===== src/source/softmax_pkg.sv =====
// Softmax engine package with the shared widths, data types and divider latency
`default_nettype none

package softmax_pkg;

  // Field widths
  localparam int COEF_W     = 4;
  localparam int EXP_W      = 16;
  localparam int SUM_W      = 19;
  localparam int ALPHA_W    = 16;
  localparam int NODE_CNT_W = 4;
  localparam int SG_ADDR_W  = 6;

  // Defaults for the top level
  localparam int MAX_NODES     = 8;
  localparam int NUM_SUBGRAPHS = 64;

  // One quotient bit per stage plus the operand register
  localparam int DIV_LATENCY = ALPHA_W + 1;

  typedef logic [COEF_W-1:0]     coef_t;
  typedef logic [EXP_W-1:0]      exp_t;
  typedef logic [SUM_W-1:0]      sum_t;
  typedef logic [ALPHA_W-1:0]    alpha_t;   // Unsigned Q1.15
  typedef logic [NODE_CNT_W-1:0] node_cnt_t;
  typedef logic [SG_ADDR_W-1:0]  sg_addr_t;

endpackage

`default_nettype wire


===== src/source/fifo_if.sv =====
// FIFO interface carrying data, push/pop strobes, full/empty flags and fill level
`timescale 1ns/1ps
`default_nettype none

interface fifo_if #(
  parameter type data_t = logic [7:0],
  parameter int  DEPTH  = 16
);

  localparam int CNT_W = $clog2(DEPTH + 1);

  data_t            data_in;
  logic             push;
  logic             pop;
  data_t            data_out;
  logic             full;
  logic             empty;
  logic [CNT_W-1:0] count;

  modport producer (output data_in, output push, input full, input count);
  modport consumer (output pop, input data_out, input empty);
  modport fifo (
    input  data_in, push, pop,
    output data_out, full, empty, count
  );

endinterface

`default_nettype wire


===== src/source/sync_fifo.sv =====
// Synchronous FIFO on a circular buffer with a fill count
`timescale 1ns/1ps
`default_nettype none

module sync_fifo #(
  parameter type data_t     = logic [7:0],
  parameter int  FIFO_DEPTH = 16
) (
  input  logic clk,
  input  logic rst_n,
  fifo_if.fifo f
);

  localparam int PTR_W = (FIFO_DEPTH > 1) ? $clog2(FIFO_DEPTH) : 1;
  localparam int CNT_W = $clog2(FIFO_DEPTH + 1);

  data_t            mem [FIFO_DEPTH];
  logic [PTR_W-1:0] wr_ptr;
  logic [PTR_W-1:0] rd_ptr;
  logic [CNT_W-1:0] count_q;

  always_ff @(posedge clk or negedge rst_n) begin
    if (!rst_n) begin
      wr_ptr  <= '0;
      rd_ptr  <= '0;
      count_q <= '0;
    end else begin
      if (f.push) begin
        wr_ptr <= (wr_ptr == PTR_W'(FIFO_DEPTH - 1)) ? '0 : wr_ptr + 1'b1;
      end
      if (f.pop) begin
        rd_ptr <= (rd_ptr == PTR_W'(FIFO_DEPTH - 1)) ? '0 : rd_ptr + 1'b1;
      end
      case ({f.push, f.pop})
        2'b10:   count_q <= count_q + 1'b1;
        2'b01:   count_q <= count_q - 1'b1;
        default: count_q <= count_q;
      endcase
    end
  end

  // Storage
  always_ff @(posedge clk) begin
    if (f.push) begin
      mem[wr_ptr] <= f.data_in;
    end
  end

  // Head entry is visible while not empty
  assign f.data_out = mem[rd_ptr];
  assign f.full     = (count_q == CNT_W'(FIFO_DEPTH));
  assign f.empty    = (count_q == '0);
  assign f.count    = count_q;

  a_no_push_full: assert property (@(posedge clk) disable iff (!rst_n) f.push |-> !f.full)
    else $error("sync_fifo: push while full");
  a_no_pop_empty: assert property (@(posedge clk) disable iff (!rst_n) f.pop |-> !f.empty)
    else $error("sync_fifo: pop while empty");

endmodule

`default_nettype wire


===== src/source/node_count_ram.sv =====
// Node-count table, one entry per subgraph, host written and read asynchronously
`timescale 1ns/1ps
`default_nettype none

module node_count_ram #(
  parameter int DEPTH = softmax_pkg::NUM_SUBGRAPHS
) (
  input  logic                   clk,
  input  logic                   wr_en,
  input  softmax_pkg::sg_addr_t  wr_addr,
  input  softmax_pkg::node_cnt_t wr_data,
  input  softmax_pkg::sg_addr_t  rd_addr,
  output softmax_pkg::node_cnt_t rd_data
);

  softmax_pkg::node_cnt_t mem [DEPTH];

  always_ff @(posedge clk) begin
    if (wr_en) begin
      mem[wr_addr] <= wr_data;
    end
  end

  assign rd_data = mem[rd_addr];

  // A zero count would never close its subgraph in the engine
  a_no_zero_count: assert property (@(posedge clk) wr_en |-> (wr_data != '0))
    else $error("node_count_ram: zero node count written");

endmodule

`default_nettype wire


===== src/source/fxp_div_pipe.sv =====
// Pipelined restoring divider giving floor(dividend * 2^15 / divisor) in Q1.15
`timescale 1ns/1ps
`default_nettype none

module fxp_div_pipe (
  input  logic                clk,
  input  logic                rst_n,
  input  logic                div_vld,
  input  softmax_pkg::exp_t   dividend,
  input  softmax_pkg::sum_t   divisor,
  output logic                div_rdy,
  output softmax_pkg::alpha_t quotient
);

  localparam int QW   = $bits(softmax_pkg::alpha_t);
  localparam int NSTG = softmax_pkg::DIV_LATENCY - 1;
  localparam int RW   = $bits(softmax_pkg::sum_t) + 1;

  // Stage 0 is the operand register, stage k holds k quotient bits
  logic [RW-1:0]       rem_q  [NSTG+1];
  softmax_pkg::sum_t   dvsr_q [NSTG+1];
  softmax_pkg::alpha_t quo_q  [NSTG+1];
  logic [NSTG:0]       vld_q;

  logic [NSTG-1:0]     ge;
  logic [RW-1:0]       rem_nxt [NSTG];

  // ==================
  // Per-stage compare and restore
  // ==================
  always_comb begin
    for (int k = 0; k < NSTG; k++) begin
      ge[k]      = (rem_q[k] >= RW'(dvsr_q[k]));
      rem_nxt[k] = ge[k] ? (rem_q[k] - RW'(dvsr_q[k])) : rem_q[k];
    end
  end

  // Remainder stays below the divisor, so the shift never loses a set bit
  always_ff @(posedge clk) begin
    rem_q[0]  <= RW'(dividend);
    dvsr_q[0] <= divisor;
    quo_q[0]  <= '0;
    for (int k = 0; k < NSTG; k++) begin
      rem_q[k+1]  <= {rem_nxt[k][RW-2:0], 1'b0};
      dvsr_q[k+1] <= dvsr_q[k];
      quo_q[k+1]  <= {quo_q[k][QW-2:0], ge[k]};
    end
  end

  // Valid bit travels beside the data
  always_ff @(posedge clk or negedge rst_n) begin
    if (!rst_n) begin
      vld_q <= '0;
    end else begin
      vld_q <= {vld_q[NSTG-1:0], div_vld};
    end
  end

  assign div_rdy  = vld_q[NSTG];
  assign quotient = quo_q[NSTG];

  // Quotient must stay within Q1.15, so dividend cannot exceed divisor
  a_div_operands: assert property (@(posedge clk) disable iff (!rst_n)
      div_vld |-> (divisor != '0) && (divisor >= softmax_pkg::sum_t'(dividend)))
    else $error("fxp_div_pipe: divisor zero or below dividend");

endmodule

`default_nettype wire


===== src/source/softmax.sv =====
// Softmax engine: forms 2^e, sums each subgraph and divides every term by its sum
`timescale 1ns/1ps
`default_nettype none

module softmax #(
  parameter int MAX_NODES  = softmax_pkg::MAX_NODES,
  parameter int FIFO_DEPTH = 16
) (
  input  logic                   clk,
  input  logic                   rst_n,
  input  logic                   sm_en,
  fifo_if.consumer               coef,
  fifo_if.producer               alpha,
  output softmax_pkg::sg_addr_t  sg_addr,
  input  softmax_pkg::node_cnt_t node_count
);

  localparam int STAGE_DEPTH = 2 * MAX_NODES;
  localparam int FLT_W       = $clog2(softmax_pkg::DIV_LATENCY + 2);
  localparam int CRED_W      = $clog2(FIFO_DEPTH + softmax_pkg::DIV_LATENCY + 2);
  localparam int WORD_W      = $bits(softmax_pkg::node_cnt_t) + $bits(softmax_pkg::sum_t);

  // Divisor FIFO entry is {node count, sum}
  typedef logic [WORD_W-1:0] dvsr_word_t;

  logic                   coef_pop;
  logic                   last_node;
  softmax_pkg::exp_t      exp_val;
  softmax_pkg::node_cnt_t node_idx;
  softmax_pkg::sum_t      sum_q;
  softmax_pkg::node_cnt_t sg_cnt_q;
  logic                   dvsr_push_q;

  logic                   take;
  logic                   first_div;
  logic                   credit_ok;
  softmax_pkg::node_cnt_t head_cnt;
  softmax_pkg::sum_t      head_sum;
  softmax_pkg::node_cnt_t div_idx;
  softmax_pkg::node_cnt_t div_num;
  softmax_pkg::node_cnt_t div_num_q;
  softmax_pkg::sum_t      dvsr_cur;
  logic                   div_vld;
  softmax_pkg::exp_t      div_dividend;
  softmax_pkg::sum_t      div_divisor;
  logic                   div_rdy;
  softmax_pkg::alpha_t    quotient;
  logic [FLT_W-1:0]       in_flight;
  logic [CRED_W-1:0]      used_slots;

  fifo_if #(.data_t(softmax_pkg::exp_t), .DEPTH(STAGE_DEPTH)) divd_if ();
  fifo_if #(.data_t(dvsr_word_t), .DEPTH(STAGE_DEPTH)) dvsr_if ();

  sync_fifo #(.data_t(softmax_pkg::exp_t), .FIFO_DEPTH(STAGE_DEPTH)) u_divd_fifo (
    .clk   (clk),
    .rst_n (rst_n),
    .f     (divd_if.fifo)
  );

  sync_fifo #(.data_t(dvsr_word_t), .FIFO_DEPTH(STAGE_DEPTH)) u_dvsr_fifo (
    .clk   (clk),
    .rst_n (rst_n),
    .f     (dvsr_if.fifo)
  );

  // ====================
  // Exp and sum
  // ====================
  assign exp_val   = softmax_pkg::exp_t'(1) << coef.data_out;
  assign coef_pop  = sm_en && !coef.empty && !divd_if.full;
  assign last_node = (node_idx == node_count - 1'b1);
  assign coef.pop  = coef_pop;

  always_ff @(posedge clk or negedge rst_n) begin
    if (!rst_n) begin
      node_idx    <= '0;
      sg_addr     <= '0;
      dvsr_push_q <= 1'b0;
    end else begin
      dvsr_push_q <= coef_pop && last_node;
      if (coef_pop) begin
        if (last_node) begin
          node_idx <= '0;
          sg_addr  <= sg_addr + 1'b1;
        end else begin
          node_idx <= node_idx + 1'b1;
        end
      end
    end
  end

  // First node restarts the sum
  always_ff @(posedge clk) begin
    if (coef_pop) begin
      sum_q    <= (node_idx == '0) ? softmax_pkg::sum_t'(exp_val)
                                   : sum_q + softmax_pkg::sum_t'(exp_val);
      sg_cnt_q <= node_count;
    end
  end

  assign divd_if.data_in = exp_val;
  assign divd_if.push    = coef_pop;
  assign dvsr_if.data_in = {sg_cnt_q, sum_q};
  assign dvsr_if.push    = dvsr_push_q;

  // ====================
  // Division issue
  // ====================
  assign {head_cnt, head_sum} = dvsr_if.data_out;
  assign first_div = (div_idx == '0);
  assign div_num   = first_div ? head_cnt : div_num_q;
  assign dvsr_cur  = first_div ? head_sum : div_divisor;

  // Each division in flight holds a slot in the alpha FIFO
  assign used_slots = CRED_W'(alpha.count) + CRED_W'(in_flight);
  assign credit_ok  = (used_slots < CRED_W'(FIFO_DEPTH));
  assign take       = !divd_if.empty && (!first_div || !dvsr_if.empty) && credit_ok;

  assign divd_if.pop = take;
  assign dvsr_if.pop = take && first_div;

  always_ff @(posedge clk or negedge rst_n) begin
    if (!rst_n) begin
      div_idx   <= '0;
      div_vld   <= 1'b0;
      in_flight <= '0;
    end else begin
      div_vld <= take;
      if (take) begin
        div_idx <= (div_idx == div_num - 1'b1) ? '0 : div_idx + 1'b1;
      end
      case ({take, div_rdy})
        2'b10:   in_flight <= in_flight + 1'b1;
        2'b01:   in_flight <= in_flight - 1'b1;
        default: in_flight <= in_flight;
      endcase
    end
  end

  // Operands for the divider, divisor held for the rest of the subgraph
  always_ff @(posedge clk) begin
    if (take) begin
      div_dividend <= divd_if.data_out;
      div_divisor  <= dvsr_cur;
      div_num_q    <= div_num;
    end
  end

  fxp_div_pipe u_fxp_div_pipe (
    .clk      (clk),
    .rst_n    (rst_n),
    .div_vld  (div_vld),
    .dividend (div_dividend),
    .divisor  (div_divisor),
    .div_rdy  (div_rdy),
    .quotient (quotient)
  );

  assign alpha.data_in = quotient;
  assign alpha.push    = div_rdy;

  // Credit reserved at issue guarantees room when the result lands
  a_alpha_room: assert property (@(posedge clk) disable iff (!rst_n) div_rdy |-> !alpha.full)
    else $error("softmax: alpha result with output FIFO full");

endmodule

`default_nettype wire


===== src/source/softmax_top.sv =====
// Softmax top level with input FIFO, node-count table, engine and output FIFO
`timescale 1ns/1ps
`default_nettype none

module softmax_top #(
  parameter int FIFO_DEPTH    = 16,
  parameter int MAX_NODES     = softmax_pkg::MAX_NODES,
  parameter int NUM_SUBGRAPHS = softmax_pkg::NUM_SUBGRAPHS
) (
  input  logic                   clk,
  input  logic                   rst_n,
  input  logic                   sm_en,
  input  softmax_pkg::coef_t     coef_in,
  input  logic                   coef_push,
  output logic                   coef_full,
  input  logic                   num_node_wr,
  input  softmax_pkg::sg_addr_t  num_node_waddr,
  input  softmax_pkg::node_cnt_t num_node_wdata,
  output softmax_pkg::alpha_t    alpha_out,
  output logic                   alpha_empty,
  input  logic                   alpha_pop
);

  softmax_pkg::sg_addr_t  sg_addr;
  softmax_pkg::node_cnt_t node_count;

  fifo_if #(.data_t(softmax_pkg::coef_t), .DEPTH(FIFO_DEPTH)) coef_fifo_if ();
  fifo_if #(.data_t(softmax_pkg::alpha_t), .DEPTH(FIFO_DEPTH)) alpha_fifo_if ();

  // Host side of both FIFOs
  assign coef_fifo_if.data_in = coef_in;
  assign coef_fifo_if.push    = coef_push;
  assign coef_full            = coef_fifo_if.full;
  assign alpha_fifo_if.pop    = alpha_pop;
  assign alpha_out            = alpha_fifo_if.data_out;
  assign alpha_empty          = alpha_fifo_if.empty;

  sync_fifo #(.data_t(softmax_pkg::coef_t), .FIFO_DEPTH(FIFO_DEPTH)) u_coef_fifo (
    .clk   (clk),
    .rst_n (rst_n),
    .f     (coef_fifo_if.fifo)
  );

  node_count_ram #(.DEPTH(NUM_SUBGRAPHS)) u_node_count_ram (
    .clk     (clk),
    .wr_en   (num_node_wr),
    .wr_addr (num_node_waddr),
    .wr_data (num_node_wdata),
    .rd_addr (sg_addr),
    .rd_data (node_count)
  );

  softmax #(.MAX_NODES(MAX_NODES), .FIFO_DEPTH(FIFO_DEPTH)) u_softmax (
    .clk        (clk),
    .rst_n      (rst_n),
    .sm_en      (sm_en),
    .coef       (coef_fifo_if.consumer),
    .alpha      (alpha_fifo_if.producer),
    .sg_addr    (sg_addr),
    .node_count (node_count)
  );

  sync_fifo #(.data_t(softmax_pkg::alpha_t), .FIFO_DEPTH(FIFO_DEPTH)) u_alpha_fifo (
    .clk   (clk),
    .rst_n (rst_n),
    .f     (alpha_fifo_if.fifo)
  );

endmodule

`default_nettype wire


===== config.mk =====
export PLATFORM = sky130hd
export DESIGN_NAME = softmax_top
export DESIGN_NICKNAME = d
export VERILOG_FILES = /design/src/source/softmax_pkg.sv /design/src/source/fifo_if.sv /design/src/source/sync_fifo.sv /design/src/source/node_count_ram.sv /design/src/source/fxp_div_pipe.sv /design/src/source/softmax.sv /design/src/source/softmax_top.sv
export SDC_FILE = /design/constraint.sdc
export NUM_CORES = 2
export LEC_CHECK = 0
export BUFFER_PORTS_ARGS = -buffer_cell sky130_fd_sc_hd__buf_2
export CORE_MARGIN = 2
export CORE_UTILIZATION = 45
export DETAILED_ROUTE_END_ITERATION = 7
export HOLD_SLACK_MARGIN = 0.08
export SLEW_MARGIN = 10
export SYNTH_ARGS = -nofsm -noshare
export SYNTH_HDL_FRONTEND = slang
export SYNTH_SLANG_ARGS = --single-unit

===== constraint.sdc =====
create_clock -name clk -period 9.38 [get_ports clk]
set_clock_uncertainty 0.2 [all_clocks]
set_input_delay 0.938 -clock clk [delete_from_list [all_inputs] [get_ports clk]]
set_output_delay 0.938 -clock clk [all_outputs]
set_load 0.05 [all_outputs]

After elaboration in Yosys (flattened, before gate mapping)
Memory sizes are Yosys's and may differ from the RTL's. A register that Yosys moved wholly into a read port is not among the register bits.
Cells that the tools add are included.
Word-level totals
  bits of input ports: 20
  latch bits: 0
  bits in read-only memories: 0
  bits in registers: 136
  memories: 8
  logic and storage cells: 181
  bits in writable memories: 2135
Memories
  u_softmax.u_dvsr_fifo.mem: depth 16, width 23, read ports 1, clocked after memory_dff 0, write ports 1, RTL line sync_fifo.sv:17  | data_t mem [FIFO_DEPTH];
  u_softmax.u_fxp_div_pipe.rem_q: depth 17, width 20, read ports 16, clocked after memory_dff 0, write ports 17, RTL line fxp_div_pipe.sv:20  | logic [RW-1:0] rem_q [NSTG+1];
  u_softmax.u_fxp_div_pipe.dvsr_q: depth 17, width 19, read ports 16, clocked after memory_dff 0, write ports 17, RTL line fxp_div_pipe.sv:21  | softmax_pkg::sum_t dvsr_q [NSTG+1];
  u_softmax.u_fxp_div_pipe.quo_q: depth 17, width 16, read ports 17, clocked after memory_dff 0, write ports 17, RTL line fxp_div_pipe.sv:22  | softmax_pkg::alpha_t quo_q [NSTG+1];
  u_alpha_fifo.mem: depth 16, width 16, read ports 1, clocked after memory_dff 0, write ports 1, RTL line sync_fifo.sv:17
  u_node_count_ram.mem: depth 64, width 4, read ports 1, clocked after memory_dff 0, write ports 1, RTL line node_count_ram.sv:16  | softmax_pkg::node_cnt_t mem [DEPTH];
  2 more memories
Operators by class
  reduce and logical (&&, ||, !) cells: 25
  add/sub/neg operators: 41
  multipliers: 0
  bitwise gates (word level): 0
  divide/modulo/power cells: 0
  order comparisons: 17
  shift operators: 1
  eq/ne operators: 22
  multiplexer cells: 43
Operator list (number)
  $ge A20 B19 Y1: 16
  $mux W19: 16
  $sub A19 B19 Y19: 16
  $pmux W5 S2: 5
  $mux W4: 11
  $add A4 B1 Y4 const B: 10
  $eq A4 B4 Y1 const B: 8
  $add A5 B1 Y5 const B: 5
  $sub A5 B1 Y5 const B: 5
  $logic_not A5 Y1: 4
  $add A19 B16 Y19: 1
  $mux W16: 1
  $shl A1 B4 Y16 const A: 1
  $eq A2 B1 Y1 const B: 5
  $eq A2 B2 Y1 const B: 5
  $eq A5 B5 Y1 const B: 2
  $mux W1: 10
  $reduce_bool A2 Y1: 5
  $eq A4 B4 Y1: 2
  $logic_not A4 Y1: 2
  $sub A4 B1 Y4 const B: 2
  $add A5 B5 Y6: 1
  $add A6 B1 Y6 const B: 1
  $logic_and A1 B1 Y1: 6
  4 further kinds: 9

Depth between registers and ports, before layout
  word-level depth: 8
  depth in mapped cells: 19
  mapped depth without buffers: 17

By module
From an unflattened synthesis, not the netlist that was laid out.
Unflattened totals
  cell total of the unflattened synthesis: 6198
  area, all modules: 86645.6 um2
By module, submodules not included
  fxp_div_pipe: cells an instance 3419, times used 1, sequential area each 15259.6 um2, area an instance 33091.7 um2
  sync_fifo at u_softmax.u_dvsr_fifo: cells an instance 673, times used 1, sequential area each 11375.9 um2, area an instance 14612.8 um2
  sync_fifo at u_softmax.u_divd_fifo: cells an instance 503, times used 1, sequential area each 8012.7 um2, area an instance 10470.0 um2
  sync_fifo at u_alpha_fifo: cells an instance 501, times used 1, sequential area each 8012.7 um2, area an instance 10462.5 um2
  node_count_ram: cells an instance 517, times used 1, sequential area each 7687.4 um2, area an instance 10327.4 um2
  softmax: cells an instance 379, times used 1, sequential area each 2387.3 um2, area an instance 4346.7 um2
  sync_fifo at u_coef_fifo: cells an instance 206, times used 1, sequential area each 2247.2 um2, area an instance 3334.4 um2

Worst setup path after synthesis
OpenSTA, ideal clock, no wires.
  kind: reg-to-reg
  start point: reg u_coef_fifo.rd_ptr[0]
  end point: reg u_softmax.sum_q[18], data pin
  setup time: 147 ps
  arrival time: 5021 ps
  stages on the path, launching flop included: 19
  path slack: 4013 ps
  required time: 9033 ps
  cells stage by stage: dfrtp_1 -> clkbuf_1 -> mux4_2 -> mux4_2 -> or2_2 -> nor2_1 -> ha_1 -> inv_1 -> fa_1 -> nor2b_1 -> o21ai_0 -> a21oi_1 -> o2111ai_1 -> a21oi_1 -> o31a_1 -> nand4_1 -> nor4bb_1 -> or3_1 -> a21oi_1
RTL lines
  start, declared: RTL line sync_fifo.sv:19  | logic [PTR_W-1:0] rd_ptr;
  start signal, assigned: RTL line sync_fifo.sv:32  | rd_ptr <= (rd_ptr == PTR_W'(FIFO_DEPTH - 1)) ? '0 : rd_ptr + 1'b1;
  end signal, assigned: RTL line softmax.sv:95  | sum_q <= (node_idx == '0) ? softmax_pkg::sum_t'(exp_val)
  end, declared: RTL line softmax.sv:30  | softmax_pkg::sum_t sum_q;

==> flow_summary_export.csv <==
group,metric,value,unit
cells_and_area,commonest_non_fill_non_tap_cells_in_the_layout,"sky130_fd_sc_hd__edfxtp_1 (1262), sky130_fd_sc_hd__dfxtp_1 (741), sky130_fd_sc_hd__inv_1 (458), sky130_fd_sc_hd__ha_1 (367), sky130_fd_sc_hd__nor2_1 (323)",
floorplanning,std_cell_rows,160,
routing,drt_first_pass_iters,6,
cts,number_of_gates_resized_after_cts,0,
routing,wire_per_inst,20.6,um
sta,timing.final.crit_period,6.06,ns
synth,synth_nets,6467,
routing,highest_layer,"met5",
critical_path,endpoint_kind,"flip-flop",
critical_path,cp_slowest_cell,"sky130_fd_sc_hd__dfrtp_1",
synth,syn-instance-count,6059,
sta,post-route-period-util,64.6,%
routing,routed_wl,184000,um
placed_design,port_buffers,37,
cts,clk_path_buf_depth,3,
synth,ys_async_sr_fraction,4.30,%
global_routing,grt_pass1_vias,48100,
cells_and_area,num-nets-final,6627,
synth,synth_area_leader_cell,"sky130_fd_sc_hd__edfxtp_1",
synth,synthSimpleGateAreaFrac,6.41,%
sta,timing.final.setup_violations,0,
sta,worst_slew_pin_slew,1.30,ns
global_routing,grt_max_degree,65,
global_routing,grt_pass1_wl,283000,um
floorplanning,die-area,0.195,sq mm
synth,post-synth-top-area-fraction,44.0,%
cts,ctsRootBufferMaster,"sky130_fd_sc_hd__clkbuf_16",
sta,slew_viol_final,0,
sta,totalNegativeSetupSlack,0,ns
power,total_power,19.6,mW
critical_path,crit_path_max_fanout,20,
synth,yosys_warnings,0,
cts,clk_transition_reported_paths,0.06,ns
synth,main_combinational_cell_family_by_area_after_synthesis,"multiplexers",
global_routing,gr-total-overflow,0,
synth,postSynthRegisterBits,2093,
critical_path,crit_end,"u_softmax.sum_q[18]$_SDFFCE_PP0P_",
routing,wirelength_met1,80800,um
cts,post_cts_buffers,0,
synth,yosys.area_share.adder,5.81,%
critical_path,r2r_setup_slack,3.32,ns
cells_and_area,area_growth,12.5,%
critical_path,crit_family,"simple AND/OR/NAND/NOR gates",
sta,timing.final.hold_violations,0,
critical_path,path_class,"reg -> reg",
routing,routed_length_on_met2,91500,um
power,irDropWorstVdd,181,uV
status,run_status,"finished, final reports clean",
synth,post_synth.cell_area_avg,14.2,sq um
synth,synth_compound_area_share,7.11,%
routing,routed_via_density,5.39,
critical_path,crit_cells,17,
critical_path,slowest_delay,0.94,ns
synth,synth_top_cells_by_area,"sky130_fd_sc_hd__edfxtp_1 (44%), sky130_fd_sc_hd__dfxtp_1 (17%), sky130_fd_sc_hd__mux4_2 (7.8%)",
placed_design,dp.final_hpwl,118000,um
critical_path,worst_r2r_path_depth,17,
sta,max_clock_freq,0.165,GHz
floorplanning,ios,38,
synth,unique_cell_type_count_in_the_yosys_netlist,83,
global_routing,grt_antenna_before_repair,7,
global_routing,globalRouteTotalUtil,18.6,%
cts,clk_latency,0.83,ns
critical_path,crit_chain,"mux4_2, mux4_2, or2_2, nor2_1, ha_1, inv_1, fa_1, nor2b_1, o21ai_0, a21oi_1, o2111ai_1, a21oi_1, o31a_1, nand4_1, nor4bb_1, or3_1, a21oi_1",
floorplanning,initial_core_util,45.3,%
cts,clock_sink_count,2093,
floorplanning,die_height,442,um
routing,drtAntennaViolNets,0,
synth,synth-xor-area-share,2.36,%
synth,synth_flop_cell,"sky130_fd_sc_hd__edfxtp_1",
sta,grt_setup_unrepaired,"false",
cts,cts_max_level,4,
synth,muxShareOfSynthArea,11.7,%
cts,cts_hold_repair.buffers,2,
min_path,class_of_the_tightest_hold_or_removal_check,"reg -> reg",
routing,detailedRoute.firstIterationViolations,3863,
synth,synth_edf_count,1262,
critical_path,critical_path.most_common_cell,"sky130_fd_sc_hd__a21oi_1",
sta,relSlewSlack,12.7,%
routing,drc_markers,0,
synth,synth_area,0.0862,sq mm
cells_and_area,final_common_cell,"sky130_fd_sc_hd__edfxtp_1",
critical_path,worstSetupStartpoint,"u_coef_fifo.rd_ptr[1]$_DFFE_PN0P_",
critical_path,critPathRequiredTime,9.88,ns
routing,met3WireLength,7830,um
critical_path,crit_buf_inv,1,
run,count_of_max_cap_constraint_violations,0,
synth,synth.yosys.seq_area_share,63.8,%
floorplanning,die-width,442,um
cts,cts_buffers,211,
placed_design,gp_routability_congestion,0.858,
routing,dr_total_vias,48100,
floorplanning,core_region,0.190,sq mm
cells_and_area,drive_above_1_share,16.2,%
critical_path,worstReg2RegEnd,"u_softmax.sum_q[18]$_SDFFCE_PP0P_",
cts,cts_tree,"yes",
critical_path,worst_ep_arrival_time,6.55,ns
power,powerDensity,202,mW/mm^2
critical_path,timing.critical_path.from_type,"flip-flop",
power,total_leakage_power,36.3,nW
cells_and_area,nFillCells,15900,
critical_path,critical_path.reg2reg.startpoint,"u_coef_fifo.rd_ptr[1]$_DFFE_PN0P_",
metal layers:
metal | GRT usage, % | vias up
li1 | - | 22800
met1 | 24.7 | 24000
met2 | 32.0 | 997
met3 | 2.72 | 270
met4 | 5.07 | 2
met5 | 0 | -
how the worst min path moves through the flow:
stage | start | end | slack (ns) | depth (start not counted)
floorplan | u_softmax.u_fxp_div_pipe.quo_q[9][0]$_DFF_P_ | u_softmax.u_fxp_div_pipe.quo_q[10][1]$_DFF_P_ | 0.11 | 0
global placement | u_softmax.u_fxp_div_pipe.quo_q[14][3]$_DFF_P_ | u_softmax.u_fxp_div_pipe.quo_q[15][4]$_DFF_P_ | 0.11 | 0
detailed placement | u_softmax.u_fxp_div_pipe.quo_q[10][9]$_DFF_P_ | u_softmax.u_fxp_div_pipe.quo_q[11][10]$_DFF_P_ | 0.11 | 0
CTS | u_softmax.u_fxp_div_pipe.quo_q[9][2]$_DFF_P_ | u_softmax.u_fxp_div_pipe.quo_q[10][3]$_DFF_P_ | 0.08 | 0
global route | u_softmax.u_fxp_div_pipe.quo_q[9][2]$_DFF_P_ | u_softmax.u_fxp_div_pipe.quo_q[10][3]$_DFF_P_ | 0.08 | 0
finish | u_softmax.u_fxp_div_pipe.quo_q[9][2]$_DFF_P_ | u_softmax.u_fxp_div_pipe.quo_q[10][3]$_DFF_P_ | 0.08 | 0
final cells by class:
type | count | area (sq um) | area share [%]
Antenna cell | 1 | 2.50 | 0.00258
Clock buffer | 278 | 5760 | 5.94
Inverter | 460 | 1730 | 1.78
Sequential cell | 2093 | 55000 | 56.7
Multi-Input combinational cell | 3330 | 28900 | 29.8
Clock inverter | 118 | 1570 | 1.62
Timing Repair Buffer | 123 | 838 | 0.864
Tap cell | 2511 | 3140 | 3.24
flip-flops by register name, summed over array words and instances (netlist names), 6 cells and up:
signal and count:
u_node_count_ram.mem 256, u_softmax.u_fxp_div_pipe.dvsr_q 304, u_softmax.u_divd_fifo.mem 256, u_softmax.u_fxp_div_pipe.vld_q 17
u_coef_fifo.mem 64, u_softmax.div_dividend 16, u_softmax.sg_addr 6, u_alpha_fifo.mem 256
u_softmax.sum_q 19, u_softmax.u_dvsr_fifo.mem 368, u_softmax.u_fxp_div_pipe.quo_q 136, u_softmax.div_divisor 19
u_softmax.u_fxp_div_pipe.rem_q 301
cells by family (layout without fill, tap and decap cells):
kind of cell | after synthesis | after routing
DFF | 2093 | 2093
and+or+nand+nor | 1141 | 1141
AOI/OAI and AO/OA | 958 | 958
buffers and inverters | 636 | 979
muxes | 611 | 611
adders and majority gates | 388 | 388
xor gates and xnor gates | 232 | 232
other | 0 | 1
power breakdown:
part / switching [mW] / internal [mW]
Sequential: 0.0665 / 9.76
Clock: 3.55 / 5.17
Combinational: 0.636 / 0.387
cells in the mapped netlist, types with 31 or more instances:
cell	number
sky130_fd_sc_hd__nand3_1	69
sky130_fd_sc_hd__o21ai_0	267
sky130_fd_sc_hd__and2_1	57
sky130_fd_sc_hd__dfrtp_1	90
sky130_fd_sc_hd__nor4_1	31
sky130_fd_sc_hd__clkbuf_1	99
sky130_fd_sc_hd__mux4_2	297
sky130_fd_sc_hd__buf_1	39
sky130_fd_sc_hd__nor3_1	76
sky130_fd_sc_hd__mux2_2	198
sky130_fd_sc_hd__nand4_1	50
sky130_fd_sc_hd__edfxtp_1	1262
sky130_fd_sc_hd__ha_1	367
sky130_fd_sc_hd__nand2_1	309
sky130_fd_sc_hd__dfxtp_1	741
sky130_fd_sc_hd__a22oi_1	36
sky130_fd_sc_hd__a21o_1	125
sky130_fd_sc_hd__nand2b_1	37
sky130_fd_sc_hd__buf_2	33
sky130_fd_sc_hd__o21a_1	51
sky130_fd_sc_hd__mux2i_1	115
sky130_fd_sc_hd__inv_1	459
sky130_fd_sc_hd__xnor2_1	164
sky130_fd_sc_hd__a21oi_1	236
sky130_fd_sc_hd__nor2_1	328
sky130_fd_sc_hd__nor2b_1	54
sky130_fd_sc_hd__xor2_1	68
per-stage QoR:
| stage | instance area (sq um) | utilization (%) | hold slack (ns) | setup WS [ns] | instances |
|---|---|---|---|---|---|
| CTS | 97000 | 51.0 | 0.0809 | 3.39 | 8913 |
| detailed placement | 89600 | 47.1 | 0.112 | 3.38 | 8515 |
| global placement | 89600 | 47.1 | 0.110 | 3.42 | 8515 |
| global route | 97000 | 51.0 | 0.0832 | 3.03 | 8914 |
| finish | 97000 | 51.0 | 0.0804 | 3.32 | 8914 |
| floorplan | 86200 | - | 0.110 | 4.01 | 6059 |
worst register-to-register path, stage by stage, from the launching register on:
cell and delay (ns):
sky130_fd_sc_hd__dfrtp_1 0.94, sky130_fd_sc_hd__mux4_2 0.45, sky130_fd_sc_hd__mux4_2 0.56, sky130_fd_sc_hd__or2_2 0.35, sky130_fd_sc_hd__nor2_1 0.81, sky130_fd_sc_hd__ha_1 0.31, sky130_fd_sc_hd__inv_1 0.07, sky130_fd_sc_hd__fa_1 0.39
sky130_fd_sc_hd__nor2b_1 0.12, sky130_fd_sc_hd__o21ai_0 0.11, sky130_fd_sc_hd__a21oi_1 0.27, sky130_fd_sc_hd__o2111ai_1 0.17, sky130_fd_sc_hd__a21oi_1 0.22, sky130_fd_sc_hd__o31a_1 0.20, sky130_fd_sc_hd__nand4_1 0.10, sky130_fd_sc_hd__nor4bb_1 0.18
sky130_fd_sc_hd__or3_1 0.35, sky130_fd_sc_hd__a21oi_1 0.14
Power figures use the tool's default switching activity.
